==> src/hw/chipset_pkg.sv <==
// chipset bus shared definitions
package chipset_pkg;

	// ----------------------------------------------------------
	// bus widths
	// ----------------------------------------------------------
	localparam int DATA_W     = 16;    // cpu and sram data bus
	localparam int ADDR_W     = 23;    // cpu word address, byte bits 23..1
	localparam int RAM_ADDR_W = 21;    // sram word address, 8 x 512KB
	localparam int BANK_W     = 8;     // one-hot bank select
	localparam int IRQ_W      = 14;    // interrupt request sources

	// ----------------------------------------------------------
	// memory map, byte addresses
	// ----------------------------------------------------------
	localparam logic [23:0] CHIP_BASE = 24'h000000;  // chip ram, up to 2MB
	localparam logic [23:0] SLOW_BASE = 24'hC00000;  // slow ram, up to 1.5MB
	localparam logic [23:0] KICK_BASE = 24'hF80000;  // kickstart rom to top
	localparam logic [23:0] REG_BASE  = 24'hDFF000;  // custom registers, 512 bytes

	// ----------------------------------------------------------
	// custom register offsets from REG_BASE
	// ----------------------------------------------------------
	localparam logic [8:0] INTENAR = 9'h01C;  // enable read
	localparam logic [8:0] INTREQR = 9'h01E;  // request read
	localparam logic [8:0] INTENA  = 9'h09A;  // enable write
	localparam logic [8:0] INTREQ  = 9'h09C;  // request write

	// register bit positions
	localparam int INTEN_BIT  = 14;  // master interrupt enable
	localparam int SETCLR_BIT = 15;  // 1 sets, 0 clears

	// ----------------------------------------------------------
	// sram bank layout
	// ----------------------------------------------------------
	// chip ram takes banks 0..3, slow ram follows,
	// kickstart sits in the last bank
	localparam int BANK_SLOW0 = 4;  // first slow bank
	localparam int BANK_KICK  = 7;  // rom image bank

endpackage

==> src/hw/cpu_bus_bridge.sv <==
// 68000 bus cycle bridge
`timescale 1ns/1ps

module cpu_bus_bridge #(
	parameter int ACCESS_CYCLES = 2  // clocks of rd strobe
) (
	input  logic clk,
	input  logic reset,
	input  logic _cpu_as_i,   // address strobe
	input  logic _cpu_uds_i,  // upper byte strobe
	input  logic _cpu_lds_i,  // lower byte strobe
	input  logic cpu_r_w_i,   // 1 read, 0 write
	input  logic [chipset_pkg::DATA_W-1:0] ram_rd_data_i,
	input  logic [chipset_pkg::DATA_W-1:0] reg_rd_data_i,
	output logic rd_o,
	output logic hwr_o,
	output logic lwr_o,
	output logic [chipset_pkg::DATA_W-1:0] cpu_rdata_o,
	output logic _cpu_dtack_o
);

	localparam int CNT_W = $clog2(ACCESS_CYCLES + 1);
	// fsm states
	localparam logic [1:0] ST_IDLE   = 2'd0;
	localparam logic [1:0] ST_STROBE = 2'd1;  // strobes out, counting
	localparam logic [1:0] ST_ACK    = 2'd2;  // dtack low, wait for as release

	logic [1:0] state;
	logic [CNT_W-1:0] cnt;  // edges since cycle start, minus one
	logic cnt_first, cnt_last;

	assign cnt_first = (cnt == '0);                     // edge 1
	assign cnt_last  = (cnt == CNT_W'(ACCESS_CYCLES));  // edge ACCESS_CYCLES+1

	// ----------------------------------------------------------
	// cycle sequencer
	// ----------------------------------------------------------
	always_ff @(posedge clk) begin
		if (reset) begin
			state <= ST_IDLE;
			cnt <= '0;
			rd_o <= 1'b0;
			hwr_o <= 1'b0;
			lwr_o <= 1'b0;
			_cpu_dtack_o <= 1'b1;
		end else begin
			case (state)
				ST_IDLE: begin
					cnt <= '0;
					if (!_cpu_as_i)
						state <= ST_STROBE;  // edge 0
				end
				ST_STROBE: begin
					cnt <= cnt + 1'b1;
					// byte writes are single clock pulses
					hwr_o <= cnt_first & ~cpu_r_w_i & ~_cpu_uds_i;
					lwr_o <= cnt_first & ~cpu_r_w_i & ~_cpu_lds_i;
					if (cnt_first)
						rd_o <= cpu_r_w_i;
					if (cnt_last) begin
						rd_o <= 1'b0;
						_cpu_dtack_o <= 1'b0;
						state <= ST_ACK;
					end
				end
				ST_ACK: if (_cpu_as_i) begin  // cpu let go
					_cpu_dtack_o <= 1'b1;
					state <= ST_IDLE;
				end
				default: state <= ST_IDLE;
			endcase
		end
	end

	// read data capture at acknowledge, sources are zero when idle
	always_ff @(posedge clk) begin
		if (state == ST_STROBE && cnt_last)
			cpu_rdata_o <= ram_rd_data_i | reg_rd_data_i;
	end

endmodule

==> src/hw/address_decoder.sv <==
// memory map decoder
`timescale 1ns/1ps

module address_decoder (
	input  logic [chipset_pkg::ADDR_W-1:0] address_i,  // byte bits 23..1
	input  logic rd_i,
	input  logic [3:0] memory_config_i,
	input  logic ovl_i,
	output logic [3:0] sel_chip_o,  // chip ram 512KB banks
	output logic [2:0] sel_slow_o,  // slow ram 512KB banks
	output logic sel_kick_o,        // kickstart rom
	output logic sel_reg_o          // custom registers
);

	logic [chipset_pkg::ADDR_W:0] byte_addr;
	logic [chipset_pkg::ADDR_W:0] chip_off;  // offset into chip region
	logic [chipset_pkg::ADDR_W:0] slow_off;  // offset into slow region
	logic in_chip, in_slow;
	logic [1:0] chip_bank, slow_bank;
	logic ovl_hit;  // read redirected to rom

	assign byte_addr = {address_i, 1'b0};
	assign chip_off  = byte_addr - chipset_pkg::CHIP_BASE;
	assign slow_off  = byte_addr - chipset_pkg::SLOW_BASE;

	// both regions span at most 4 x 512KB
	assign in_chip   = (chip_off[23:21] == 3'd0);
	assign in_slow   = (slow_off[23:21] == 3'd0);
	assign chip_bank = chip_off[20:19];
	assign slow_bank = slow_off[20:19];

	// overlay only steals reads, writes still land in chip ram
	assign ovl_hit = ovl_i & rd_i & in_chip & (chip_bank == 2'd0);

	// ----------------------------------------------------------
	// sized ram selects
	// ----------------------------------------------------------
	always_comb begin
		for (int n = 0; n < 4; n++) begin
			sel_chip_o[n] = in_chip & (chip_bank == 2'(n))
				& (2'(n) <= memory_config_i[1:0])  // chip banks = cfg + 1
				& ~((n == 0) & ovl_hit);
		end
		for (int n = 0; n < 3; n++) begin
			sel_slow_o[n] = in_slow & (slow_bank == 2'(n))
				& (2'(n) < memory_config_i[3:2]);  // 0 means no slow ram
		end
	end

	// rom runs from base to the top of the map
	assign sel_kick_o = (byte_addr >= chipset_pkg::KICK_BASE) | ovl_hit;
	assign sel_reg_o  = (byte_addr[23:9] == chipset_pkg::REG_BASE[23:9]);  // 512 bytes

endmodule

==> src/hw/sram_bridge.sv <==
// sram bank mapper and pin driver
`timescale 1ns/1ps

module sram_bridge (
	input  logic [3:0] sel_chip_i,
	input  logic [2:0] sel_slow_i,
	input  logic sel_kick_i,
	input  logic [chipset_pkg::ADDR_W-1:0] address_i,
	input  logic rd_i,
	input  logic hwr_i,
	input  logic lwr_i,
	input  logic [chipset_pkg::DATA_W-1:0] wdata_i,
	input  logic [chipset_pkg::DATA_W-1:0] ram_rdata_i,
	output logic [chipset_pkg::RAM_ADDR_W-1:0] ram_address_o,
	output logic [chipset_pkg::DATA_W-1:0] ram_wdata_o,
	output logic _ram_we_o,
	output logic _ram_oe_o,
	output logic _ram_bhe_o,
	output logic _ram_ble_o,
	output logic [chipset_pkg::DATA_W-1:0] rd_data_o
);

	localparam int BANK_IDX_W = $clog2(chipset_pkg::BANK_W);    // 3
	localparam int OFFS_W = chipset_pkg::RAM_ADDR_W - BANK_IDX_W;  // word offset in bank

	logic [chipset_pkg::BANK_W-1:0] bank;  // one-hot
	logic [BANK_IDX_W-1:0] bank_num;
	logic bank_hit;
	logic ram_read;

	// ----------------------------------------------------------
	// region selects onto banks
	// ----------------------------------------------------------
	always_comb begin
		bank = '0;
		bank[chipset_pkg::BANK_SLOW0-1:0] = sel_chip_i;  // chip n -> bank n
		bank[chipset_pkg::BANK_SLOW0 +: 3] = sel_slow_i;
		bank[chipset_pkg::BANK_KICK] = sel_kick_i;
	end

	// one-hot to bank index
	always_comb begin
		bank_num = '0;
		for (int b = 0; b < chipset_pkg::BANK_W; b++) begin
			if (bank[b])
				bank_num = BANK_IDX_W'(b);
		end
	end

	assign bank_hit = |bank;  // unmapped accesses leave the sram alone
	assign ram_read = rd_i & bank_hit;

	// ----------------------------------------------------------
	// sram pins
	// ----------------------------------------------------------
	assign ram_address_o = {bank_num, address_i[OFFS_W-1:0]};  // bank, then a18..a1
	assign ram_wdata_o = wdata_i;
	assign _ram_oe_o  = ~ram_read;
	assign _ram_we_o  = ~(bank_hit & (hwr_i | lwr_i));
	assign _ram_bhe_o = ~(bank_hit & (hwr_i | rd_i));  // both lanes on a read
	assign _ram_ble_o = ~(bank_hit & (lwr_i | rd_i));

	// quiet bus unless we are reading, bridge ORs sources
	assign rd_data_o = ram_read ? ram_rdata_i : '0;

endmodule

==> src/hw/irq_controller.sv <==
// interrupt enable, request and priority
`timescale 1ns/1ps

module irq_controller (
	input  logic clk,
	input  logic reset,
	input  logic sel_reg_i,
	input  logic [7:0] reg_offset_i,  // register word offset
	input  logic rd_i,
	input  logic hwr_i,
	input  logic lwr_i,
	input  logic [chipset_pkg::DATA_W-1:0] wdata_i,
	input  logic [chipset_pkg::IRQ_W-1:0] irq_src_i,  // one clock pulses
	input  logic nmi_i,
	output logic [chipset_pkg::DATA_W-1:0] reg_rd_data_o,
	output logic [2:0] _ipl_o
);

	logic [chipset_pkg::INTEN_BIT:0] intena;  // sources plus master enable
	logic [chipset_pkg::IRQ_W-1:0] intreq;
	logic [chipset_pkg::IRQ_W-1:0] intreq_nxt;
	logic [chipset_pkg::IRQ_W-1:0] active;    // requested and enabled
	logic [chipset_pkg::DATA_W-1:0] wr_bits;  // written lanes only
	logic reg_wr, wr_intena, wr_intreq, setclr;
	logic [2:0] level;

	// ----------------------------------------------------------
	// register writes, set/clear style
	// ----------------------------------------------------------
	assign reg_wr    = sel_reg_i & (hwr_i | lwr_i);
	assign wr_bits   = wdata_i & {{8{hwr_i}}, {8{lwr_i}}};
	assign setclr    = wr_bits[chipset_pkg::SETCLR_BIT];
	assign wr_intena = reg_wr & (reg_offset_i == chipset_pkg::INTENA[8:1]);
	assign wr_intreq = reg_wr & (reg_offset_i == chipset_pkg::INTREQ[8:1]);

	always_comb begin
		intreq_nxt = intreq;
		if (wr_intreq)
			intreq_nxt = setclr ? (intreq | wr_bits[chipset_pkg::IRQ_W-1:0])
				: (intreq & ~wr_bits[chipset_pkg::IRQ_W-1:0]);
		intreq_nxt = intreq_nxt | irq_src_i;  // source wins over a clear
	end

	// ----------------------------------------------------------
	// priority encoder, later lines override earlier ones
	// ----------------------------------------------------------
	assign active = intreq & intena[chipset_pkg::IRQ_W-1:0]
		& {chipset_pkg::IRQ_W{intena[chipset_pkg::INTEN_BIT]}};

	always_comb begin
		level = 3'd0;
		if (|active[2:0])   level = 3'd1;
		if (active[3])      level = 3'd2;
		if (|active[6:4])   level = 3'd3;
		if (|active[10:7])  level = 3'd4;
		if (|active[12:11]) level = 3'd5;
		if (active[13])     level = 3'd6;
		if (nmi_i)          level = 3'd7;  // cartridge freeze
	end

	always_ff @(posedge clk) begin
		if (reset) begin
			intena <= '0;
			intreq <= '0;
			_ipl_o <= 3'b111;  // no interrupt
		end else begin
			if (wr_intena)
				intena <= setclr ? (intena | wr_bits[chipset_pkg::INTEN_BIT:0])
					: (intena & ~wr_bits[chipset_pkg::INTEN_BIT:0]);
			intreq <= intreq_nxt;
			_ipl_o <= ~level;
		end
	end

	// readback, bit 15 always reads zero
	always_comb begin
		reg_rd_data_o = '0;
		if (sel_reg_i && rd_i && reg_offset_i == chipset_pkg::INTENAR[8:1])
			reg_rd_data_o = {1'b0, intena};
		else if (sel_reg_i && rd_i && reg_offset_i == chipset_pkg::INTREQR[8:1])
			reg_rd_data_o = {{(chipset_pkg::DATA_W - chipset_pkg::IRQ_W){1'b0}}, intreq};
	end

endmodule

==> src/hw/reset_ctrl.sv <==
// frame counted reset hold
`timescale 1ns/1ps

module reset_ctrl #(
	parameter int RESET_FRAMES = 3  // frames to wait after a request
) (
	input  logic clk,
	input  logic reset,
	input  logic rst_ext_i,      // async, active high
	input  logic kbd_reset_n_i,  // async, active low
	input  logic sof_i,
	output logic chip_reset_o,
	output logic _cpu_reset_o,
	output logic rst_out_o
);

	localparam int CNT_W = $clog2(RESET_FRAMES + 1);

	logic [1:0] ext_sync;   // two flop synchronizers
	logic [1:0] kbd_sync;
	logic req;
	logic [CNT_W-1:0] frame_cnt;
	logic hold;

	always_ff @(posedge clk) begin
		if (reset) begin
			ext_sync <= 2'b00;
			kbd_sync <= 2'b11;  // idle is high
		end else begin
			ext_sync <= {ext_sync[0], rst_ext_i};
			kbd_sync <= {kbd_sync[0], kbd_reset_n_i};
		end
	end

	assign req = ext_sync[1] | ~kbd_sync[1];

	// ----------------------------------------------------------
	// hold counter, restarts on any request
	// ----------------------------------------------------------
	always_ff @(posedge clk) begin
		if (reset || req) begin
			frame_cnt <= '0;
			hold <= 1'b1;
		end else if (hold && sof_i) begin
			frame_cnt <= frame_cnt + 1'b1;
			if (frame_cnt == CNT_W'(RESET_FRAMES - 1))
				hold <= 1'b0;  // last frame seen
		end
	end

	assign chip_reset_o = hold;
	assign rst_out_o    = hold;
	assign _cpu_reset_o = ~hold;

endmodule

==> src/hw/chipset_bus_top.sv <==
// chipset bus subsystem top
`timescale 1ns/1ps

module chipset_bus_top #(
	parameter int ACCESS_CYCLES = 2,  // strobe length in clocks
	parameter int RESET_FRAMES  = 3   // frames of reset hold
) (
	input  logic clk,
	input  logic reset,
	// cpu side
	input  logic _cpu_as_i,
	input  logic _cpu_uds_i,
	input  logic _cpu_lds_i,
	input  logic cpu_r_w_i,
	input  logic [chipset_pkg::ADDR_W-1:0] cpu_address_i,
	input  logic [chipset_pkg::DATA_W-1:0] cpu_wdata_i,
	output logic [chipset_pkg::DATA_W-1:0] cpu_rdata_o,
	output logic _cpu_dtack_o,
	output logic [2:0] _ipl_o,
	output logic _cpu_reset_o,
	// sram side
	output logic [chipset_pkg::RAM_ADDR_W-1:0] ram_address_o,
	output logic [chipset_pkg::DATA_W-1:0] ram_wdata_o,
	input  logic [chipset_pkg::DATA_W-1:0] ram_rdata_i,
	output logic _ram_we_o,
	output logic _ram_oe_o,
	output logic _ram_bhe_o,
	output logic _ram_ble_o,
	// configuration and system
	input  logic [3:0] memory_config_i,  // [1:0] chip banks-1, [3:2] slow banks
	input  logic ovl_i,                  // kickstart overlay
	input  logic [chipset_pkg::IRQ_W-1:0] irq_src_i,
	input  logic nmi_i,                  // level 7 request from cartridge
	input  logic sof_i,                  // start of frame pulse
	input  logic rst_ext_i,
	input  logic kbd_reset_n_i,
	output logic rst_out_o
);

	// ----------------------------------------------------------
	// internal wiring
	// ----------------------------------------------------------
	logic chip_reset;  // reset for everything below reset_ctrl
	logic rd, hwr, lwr;  // bus strobes from the bridge
	logic [3:0] sel_chip;
	logic [2:0] sel_slow;
	logic sel_kick, sel_reg;
	logic [chipset_pkg::DATA_W-1:0] ram_rd_data;  // zero unless sram read
	logic [chipset_pkg::DATA_W-1:0] reg_rd_data;  // zero unless reg read

	cpu_bus_bridge #(.ACCESS_CYCLES(ACCESS_CYCLES)) i_bridge (
		.clk(clk), .reset(chip_reset),
		._cpu_as_i(_cpu_as_i), ._cpu_uds_i(_cpu_uds_i), ._cpu_lds_i(_cpu_lds_i),
		.cpu_r_w_i(cpu_r_w_i), .ram_rd_data_i(ram_rd_data), .reg_rd_data_i(reg_rd_data),
		.rd_o(rd), .hwr_o(hwr), .lwr_o(lwr),
		.cpu_rdata_o(cpu_rdata_o), ._cpu_dtack_o(_cpu_dtack_o)
	);

	address_decoder i_decoder (
		.address_i(cpu_address_i), .rd_i(rd),
		.memory_config_i(memory_config_i), .ovl_i(ovl_i),
		.sel_chip_o(sel_chip), .sel_slow_o(sel_slow),
		.sel_kick_o(sel_kick), .sel_reg_o(sel_reg)
	);

	sram_bridge i_sram (
		.sel_chip_i(sel_chip), .sel_slow_i(sel_slow), .sel_kick_i(sel_kick),
		.address_i(cpu_address_i), .rd_i(rd), .hwr_i(hwr), .lwr_i(lwr),
		.wdata_i(cpu_wdata_i), .ram_rdata_i(ram_rdata_i),
		.ram_address_o(ram_address_o), .ram_wdata_o(ram_wdata_o),
		._ram_we_o(_ram_we_o), ._ram_oe_o(_ram_oe_o),
		._ram_bhe_o(_ram_bhe_o), ._ram_ble_o(_ram_ble_o), .rd_data_o(ram_rd_data)
	);

	irq_controller i_irq (
		.clk(clk), .reset(chip_reset), .sel_reg_i(sel_reg),
		.reg_offset_i(cpu_address_i[7:0]),  // byte address bits 8..1
		.rd_i(rd), .hwr_i(hwr), .lwr_i(lwr), .wdata_i(cpu_wdata_i),
		.irq_src_i(irq_src_i), .nmi_i(nmi_i),
		.reg_rd_data_o(reg_rd_data), ._ipl_o(_ipl_o)
	);

	reset_ctrl #(.RESET_FRAMES(RESET_FRAMES)) i_reset (
		.clk(clk), .reset(reset), .rst_ext_i(rst_ext_i),
		.kbd_reset_n_i(kbd_reset_n_i), .sof_i(sof_i),
		.chip_reset_o(chip_reset), ._cpu_reset_o(_cpu_reset_o), .rst_out_o(rst_out_o)
	);

endmodule

==> config.mk <==
export PLATFORM = sky130hd
export DESIGN_NAME = chipset_bus_top
export DESIGN_NICKNAME = d
export VERILOG_FILES = /design/src/hw/chipset_pkg.sv /design/src/hw/cpu_bus_bridge.sv /design/src/hw/address_decoder.sv /design/src/hw/sram_bridge.sv /design/src/hw/irq_controller.sv /design/src/hw/reset_ctrl.sv /design/src/hw/chipset_bus_top.sv
export SDC_FILE = /design/constraint.sdc
export NUM_CORES = 1
export LEC_CHECK = 0
export BUFFER_PORTS_ARGS = -buffer_cell sky130_fd_sc_hd__buf_4
export CORE_ASPECT_RATIO = 0.7
export CORE_MARGIN = 2
export CORE_UTILIZATION = 44
export CTS_BUF_LIST = sky130_fd_sc_hd__clkbuf_16
export DETAILED_ROUTE_END_ITERATION = 16
export PLACE_DENSITY = 0.77
export SLEW_MARGIN = 20
export SYNTH_ARGS = -nofsm -noshare
export SYNTH_HDL_FRONTEND = slang
export SYNTH_SLANG_ARGS = --single-unit
==> constraint.sdc <==
create_clock -name clk -period 1.6 [get_ports clk]
set_input_delay 0.08 -clock clk [delete_from_list [all_inputs] [get_ports clk]]
set_output_delay 0.08 -clock clk [all_outputs]
set_load 0.02 [all_outputs]
# Yosys cells after proc, flatten, opt, wreduce, memory -nomap -nowiden
# Cells that the tools add are included.
[totals] output_inout_bits=63 reg_bits=63 word_cells=151
[op_classes] eq_ne=17 n_addsub=3 mux=30 reduce_logical=24 n_bitwise=55 n_lt_le_gt_ge=8
[op_table] op="bitwise AND 14 bit" count=3
[op_table] op="2-to-1 mux 14 bit" count=3
[op_table] op="2-to-1 mux 16 bit" count=2
[op_table] op="bitwise AND 1 bit" count=28
[op_table] op="OR 14 bit" count=2
[op_table] op="greater-or-equal comparator 24 bit, second input constant" count=1
[op_table] op="2-to-1 mux 3 bit" count=8
[op_table] op="subtractor 24 bit, second input constant" count=1
[op_table] op="bitwise AND 16 bit" count=1
[op_table] op="equality test 8 x 4 -> 1 bit, second input constant" count=2
[op_table] op="equality test 8 x 7 -> 1 bit, second input constant" count=2
[op_table] op="OR 16 bit" count=1
[op_table] op="bitwise AND 15 bit" count=1
[op_table] op="equality test 15 bit, second input constant" count=1
[op_table] op="2-to-1 mux 15 bit" count=1
[op_table] op="NOT 15 bit" count=1
[op_table] op="OR 15 bit" count=1
[op_table] op="2-to-1 mux 2 bit" count=7
[op_table] op="NOT 14 bit" count=1
[op_table] op="equality test 2 bit, second input constant" count=6
[op_table] op="NOT 1 bit" count=10
[op_table] op="zero test 2 bit" count=4
[op_table] op="OR reduction 8 bit" count=1
[op_table] op="equality test 2 x 1 -> 1 bit, second input constant" count=3
[op_table] op="22 further kinds" count=46

# Longest topological paths before layout
[logic_depth] ltp_word=11 mapped_depth=8

# Cells and area by module
# From an unflattened synthesis, not the netlist that was laid out.
[unflattened] hier_cells=414 hier_area_um2=3647.2
[by_module_without_submodules] mod="irq_controller" n_inst=1 area_each_um2=1732.9 cells_each=213
[by_module_without_submodules] mod="cpu_bus_bridge" n_inst=1 area_each_um2=969.7 cells_each=77
[by_module_without_submodules] mod="sram_bridge" n_inst=1 area_each_um2=465.4 cells_each=67
[by_module_without_submodules] mod="reset_ctrl" n_inst=1 area_each_um2=264.0 cells_each=23
[by_module_without_submodules] mod="address_decoder" n_inst=1 area_each_um2=215.2 cells_each=34

# Worst setup path before layout
# No wires, ideal clock.
[synth_path] kind="input to register" startpoint="in cpu_address_i[4] in the netlist's numbering" endpoint="reg i_bridge.cpu_rdata_o[10] in the netlist's numbering (data pin)" path_slack_ps=-164 t_required_ps=1458 arrival_ps=1622 path_stages=6 path_buffers=1 path_cell_list="or4_4 or4_4 o211ai_4 o21ai_2 buf_6 o21ai_2"
[synth_via] elab_chain_cells=8 elab_cells_between_ends=23 cone_classes="add/sub: 1; order compare: 1; eq/ne: 4; mux: 3; bitwise: 9; reduce/logical: 5"
[synth_lines] element="start, declared" line_no="chipset_bus_top.sv:15" text="input logic [chipset_pkg::ADDR_W-1:0] cpu_address_i,"
[synth_lines] element="subtractor 24 bit" line_no="address_decoder.sv:24" text="assign slow_off = byte_addr - chipset_pkg::SLOW_BASE;"
[synth_lines] element="equality test 2 x 1 -> 1 bit, or another cell as far along" line_no="address_decoder.sv:45" text="sel_slow_o[n] = in_slow & (slow_bank == 2'(n))"
[synth_lines] element="bitwise AND 1 bit" line_no="address_decoder.sv:45"
[synth_lines] element="bitwise AND 1 bit" line_no="address_decoder.sv:46" text="& (2'(n) < memory_config_i[3:2]);"
[synth_lines] element="OR reduction 8 bit" line_no="sram_bridge.sv:50" text="assign bank_hit = |bank;"
[synth_lines] element="bitwise AND 1 bit" line_no="sram_bridge.sv:51" text="assign ram_read = rd_i & bank_hit;"
[synth_lines] element="2-to-1 mux 16 bit" line_no="sram_bridge.sv:64" text="assign rd_data_o = ram_read ? ram_rdata_i : '0;"
[synth_lines] element="OR 16 bit *" line_no="cpu_bus_bridge.sv:78" text="cpu_rdata_o <= ram_rd_data_i | reg_rd_data_i;"
[synth_lines] element="end signal, assigned" line_no="cpu_bus_bridge.sv:78"
[synth_lines] element="end, declared" line_no="cpu_bus_bridge.sv:18" text="output logic [chipset_pkg::DATA_W-1:0] cpu_rdata_o,"
# Mark *: on every way between the ends. The rest lies on a longest branch, timed or not.
# A chain may end at the register's enable or synchronous reset.

# Worst setup path after layout
[layout_path] startpoint="in cpu_address_i[4] in the netlist's numbering" endpoint="out _ram_oe_o"
[layout_via] elab_chain_cells=7 elab_cells_between_ends=16 cone_classes="add/sub: 1; order compare: 1; eq/ne: 2; bitwise: 9; reduce/logical: 3"
[layout_lines] element="subtractor 24 bit" line_no="address_decoder.sv:24"
[layout_lines] element="equality test 2 x 1 -> 1 bit, or another cell as far along" line_no="address_decoder.sv:45"
[layout_lines] element="bitwise AND 1 bit" line_no="address_decoder.sv:45"
[layout_lines] element="bitwise AND 1 bit" line_no="address_decoder.sv:46"
[layout_lines] element="OR reduction 8 bit *" line_no="sram_bridge.sv:50"
[layout_lines] element="bitwise AND 1 bit *" line_no="sram_bridge.sv:51"
[layout_lines] element="NOT 1 bit *" line_no="sram_bridge.sv:58" text="assign _ram_oe_o = ~ram_read;"
[layout_lines] element="end, declared" line_no="chipset_bus_top.sv:26" text="output logic _ram_oe_o,"
# Marked as above.

==> impl_summary.md <==
Clock tree
The root buffer cell chosen for the clock tree is sky130_fd_sc_hd__clkbuf_16. The clock-pin slew on the worst setup and hold paths is 50 ps. The clock reaches the later pin of the worst-skew pair after 330 ps. TritonCTS built the clock tree. The H-tree was split into 3 levels.

The maximum buffer depth of the clock tree is 2. Clock tree synthesis found a total of 63 sinks. Clock tree synthesis inserted a total of 9 buffers.

STA
The final number of max-transition violations came to 0. Setup total negative slack on the finished layout was measured at -2700 ps. Setup violations remaining at the end of the flow were counted as 22. Subtracting the final worst setup slack from the clock period gives 1820 ps. The minimum setup slack in the final design is -216 ps.

The maximum achievable frequency is 0.551 GHz. Setup repair after global routing could not meet its margin everywhere. The post-route fraction of the period consumed by the critical path is 114%. The number of hold violations in the final report is 0.

Hold timing on the final database bottoms out at a slack of 7.74 ps. For the final database, setup skew stands at 8.08 ps. The worst slew slack as a fraction of its limit is 65.5%. The pin slew with the least headroom to its limit is 516 ps.

Detailed routing
The routed via count divided by cell count is 5.49. In the routed design, unresolved DRC markers number 0. The residual antenna-violating net count after detailed routing is 0.

In the final routed layout, each cell accounts on average for 16.3 um. The number of optimization iterations in the first detailed-route pass is 5. The detailed router finished its first iteration with 286 violations. The via count of the routed design is 3629. The detailed-route wire length is 10.8 mm.

Outcome
The checks that failed: negative setup slack. The run finished, with violations left.

Yosys
The dominant combinational cell family by area after synthesis is compound AO/OA/AOI/OAI gates. After Yosys synthesis, and, or, nand and nor cells account for 19.5% of the synthesized area. Summing the areas of all compound-gate instances in the mapped netlist gives 22.9% of the synthesized area. The flip-flop and latch count after synthesis is 63. The yosys synthesis warning count is 0.

The post-synthesis cell count is 412. The sequential fraction of the synthesis area is 40.9%. The netlist area before placement is 0.00347 mm^2.

After synthesis, the share of cell area in mux cells is 0%. Of the total synthesized cell area, the portion taken by full adders, half adders and majority gates is 1.73%. After Yosys synthesis, XOR and XNOR cells account for 0.252% of the synthesized area. The distinct cell type count of the synthesized netlist is 46. When the netlist entered floorplanning its net count stood at 500. The average cell area after synthesis is 8.43 um^2.

Placement
After detailed placement, the design holds a cell count of 627. The total half-perimeter wirelength after legalization and detailed placement is 7.57 mm. The number of port buffers is 146.

The area after detailed placement is 0.00461 mm^2. The routability congestion estimate from global placement is 0.849. OpenSTA, run right after detailed placement, puts the worst setup slack at -374 ps.

Power
The internal power of the cells totals 3.28 mW. The cell area power density is 823 mW/mm^2. The worst supply voltage drop on vdd is 0.550 mV. The share of power burned in combinational logic is 12.5%. The total power is 4.25 mW.

The cell leakage power is 2.10 nW. The clock power share is 48.4%. The net switching power figure is 0.965 mW. The fraction of power spent switching nets is 22.7%. The register share of total power is 39.1%.

Finish
The storage element area is 0.00142 mm^2. The area of the multi-input gates is 0.00160 mm^2. The area of all placed cells without fillers is 0.00516 mm^2. Counting the fill cells in the layout gives 620. The fraction of final layout cells sized beyond drive strength 1 is 39.5%.

Excluding fillers, the count of instances in the completed layout stands at 661. The fraction of the core area covered by cells at the end of the flow is 66.4%. The net count of the finished layout is 643. The leading cell type in the layout, fill and taps excluded is sky130_fd_sc_hd__buf_4.

Leaving out fill and tap cells, the most frequent cells in the layout are sky130_fd_sc_hd__buf_4 (169), sky130_fd_sc_hd__dfxtp_1 (46), sky130_fd_sc_hd__inv_1 (37). The area overhead of the layout relative to synthesis is 48.5%. The number of antenna diodes in the final layout is 0.

Worst setup path
The type of the setup path with the least slack is primary input to primary output. The startpoint of the worst register-to-register path is i_bridge.rd_o. The element type at the critical path start is a primary input. STA classifies the critical path endpoint as a primary output. The data arrival time of the critical path is 1740 ps. The required time at the worst-slack endpoint is 1520 ps. In this run the worst path has a maximum fanout of 3. The beginning of the critical path is cpu_address_i[4].

Floorplan
The core region area is 0.00777 mm^2. The floorplan row count is 27. The height of the die is 78.4 um. The area of the die is 0.00863 mm^2. The initial utilization of the core area, before any placement, comes to 44.7%. The horizontal die dimension is 110 um.

During I/O placement, the number of pins put on the boundary was 147.

Global route
The number of antenna violations at the first check in global routing came to 0. The fraction of met3 tracks used by global routing is 6.15%. The via count of the first global-routing pass is 3524. The layer flagged by global routing as most heavily used is met2. Summed over all layers, the global routing overflow is 0. The global-route wire length before repair is 16.9 mm. Global routing consumed, on the met2 layer, 41.2% of the routing resources.

The maximum number of pins on one net before global-route repair is 28. The met1 usage is 33.2%. For this run, the total global-route usage over all layers was measured as 25.6%.

Run
Max-cap violations in this run came to 0.

Min path
The tightest min-delay check is of the primary input to flip-flop type. In this run the most critical hold path is launched from irq_src_i[13].
## cell usage after synthesis (all sizes together)
cell type / number / area share, %
o21ai: 55 / 9.0
dfxtp: 47 / 27
buf: 43 / 9.0
inv: 36 / 3.9
nand4: 33 / 5.9
nand2: 31 / 3.3
a21oi: 23 / 3.3
a22oi: 17 / 3.7
clkbuf: 17 / 1.8
edfxtp: 16 / 14
a31oi: 15 / 2.7
nor2: 12 / 1.3
nand2b: 7 / 1.3
nor2b: 7 / 1.3
a21o: 6 / 1.3
nand3: 5 / 0.72
nor3: 5 / 0.72
nor4: 5 / 1.1
ha: 4 / 1.4
or2: 3 / 0.54
a222oi: 2 / 0.58
a32oi: 2 / 0.50
and3: 2 / 0.36
o211ai: 2 / 0.83
or4: 2 / 0.65
a2111oi: 1 / 0.25
a22o: 1 / 0.25
a311oi: 1 / 0.25
and2: 1 / 0.18
and3b: 1 / 0.25
and4: 1 / 0.25
and4b: 1 / 0.29
maj3: 1 / 0.29
nand4bb: 1 / 0.32
nor3b: 1 / 0.22
nor4b: 1 / 0.25
nor4bb: 1 / 0.29
o21a: 1 / 0.22
or3b: 1 / 0.25
xnor2: 1 / 0.25
## final cells by class
| type | instances | area share [%] |
|---|---|---|
| Multi-Input combinational cell | 253 | 31.0 |
| Inverter | 36 | 2.62 |
| Timing Repair Buffer | 192 | 30.3 |
| Clock buffer | 9 | 4.36 |
| Clock inverter | 7 | 1.70 |
| Sequential cell | 63 | 27.6 |
| Tap cell | 101 | 2.45 |
## what timing repair did
item,in CTS,in global routing
hold buffers,12,0
resized for setup,8,11
setup buffers,5,1
pin swaps,3,3
setup endpoints to repair,25,47
endpoints found under the hold margin,12,0
## power groups by stage
| stage | logic, mW | registers (mW) | clock network [mW] |
|---|---|---|---|
| after floorplan | 0.230 | 1.69 | 0 |
| after global placement | 0.480 | 1.69 | 0 |
| after detailed placement | 0.492 | 1.69 | 0 |
| after CTS | 0.521 | 1.66 | 2.08 |
| after global routing | 0.571 | 1.66 | 2.15 |
| final | 0.532 | 1.66 | 2.06 |
## cell families (layout without fill, tap and decap cells)
family / count (synthesis) / in the layout
DFF: 63 / 63
and+or+nand+nor: 121 / 121
xor gates and xnor gates: 1 / 1
adders and majority gates: 5 / 5
AOI/OAI and AO/OA: 126 / 126
buffers and inverters: 96 / 244
## critical path: stages
cell                       delay (ps)
sky130_fd_sc_hd__buf_6             90
sky130_fd_sc_hd__or4_4            530
sky130_fd_sc_hd__or4_4            440
sky130_fd_sc_hd__o211ai_4         190
sky130_fd_sc_hd__buf_4            150
sky130_fd_sc_hd__o21ai_4           90
sky130_fd_sc_hd__buf_4            170
## path summary, 6_finish.rpt
kind,to,slack (ps),cells past startpoint
min reg2reg,i_reset.kbd_sync[1],410,1
max reg2reg,i_bridge.cpu_rdata_o[5],-100,8
max,_ram_oe_o,-220,7
min,i_irq.intreq[13],8,3
## routing by layer
| layer | routed length, um | share of wire, % |
|---|---|---|
| met2 | 5190 | 48 |
| met1 | 4430 | 41 |
| met3 | 955 | 8.9 |
| met5 | 0 | 0 |
| met4 | 188 | 1.7 |
Power figures use the tool's default switching activity.
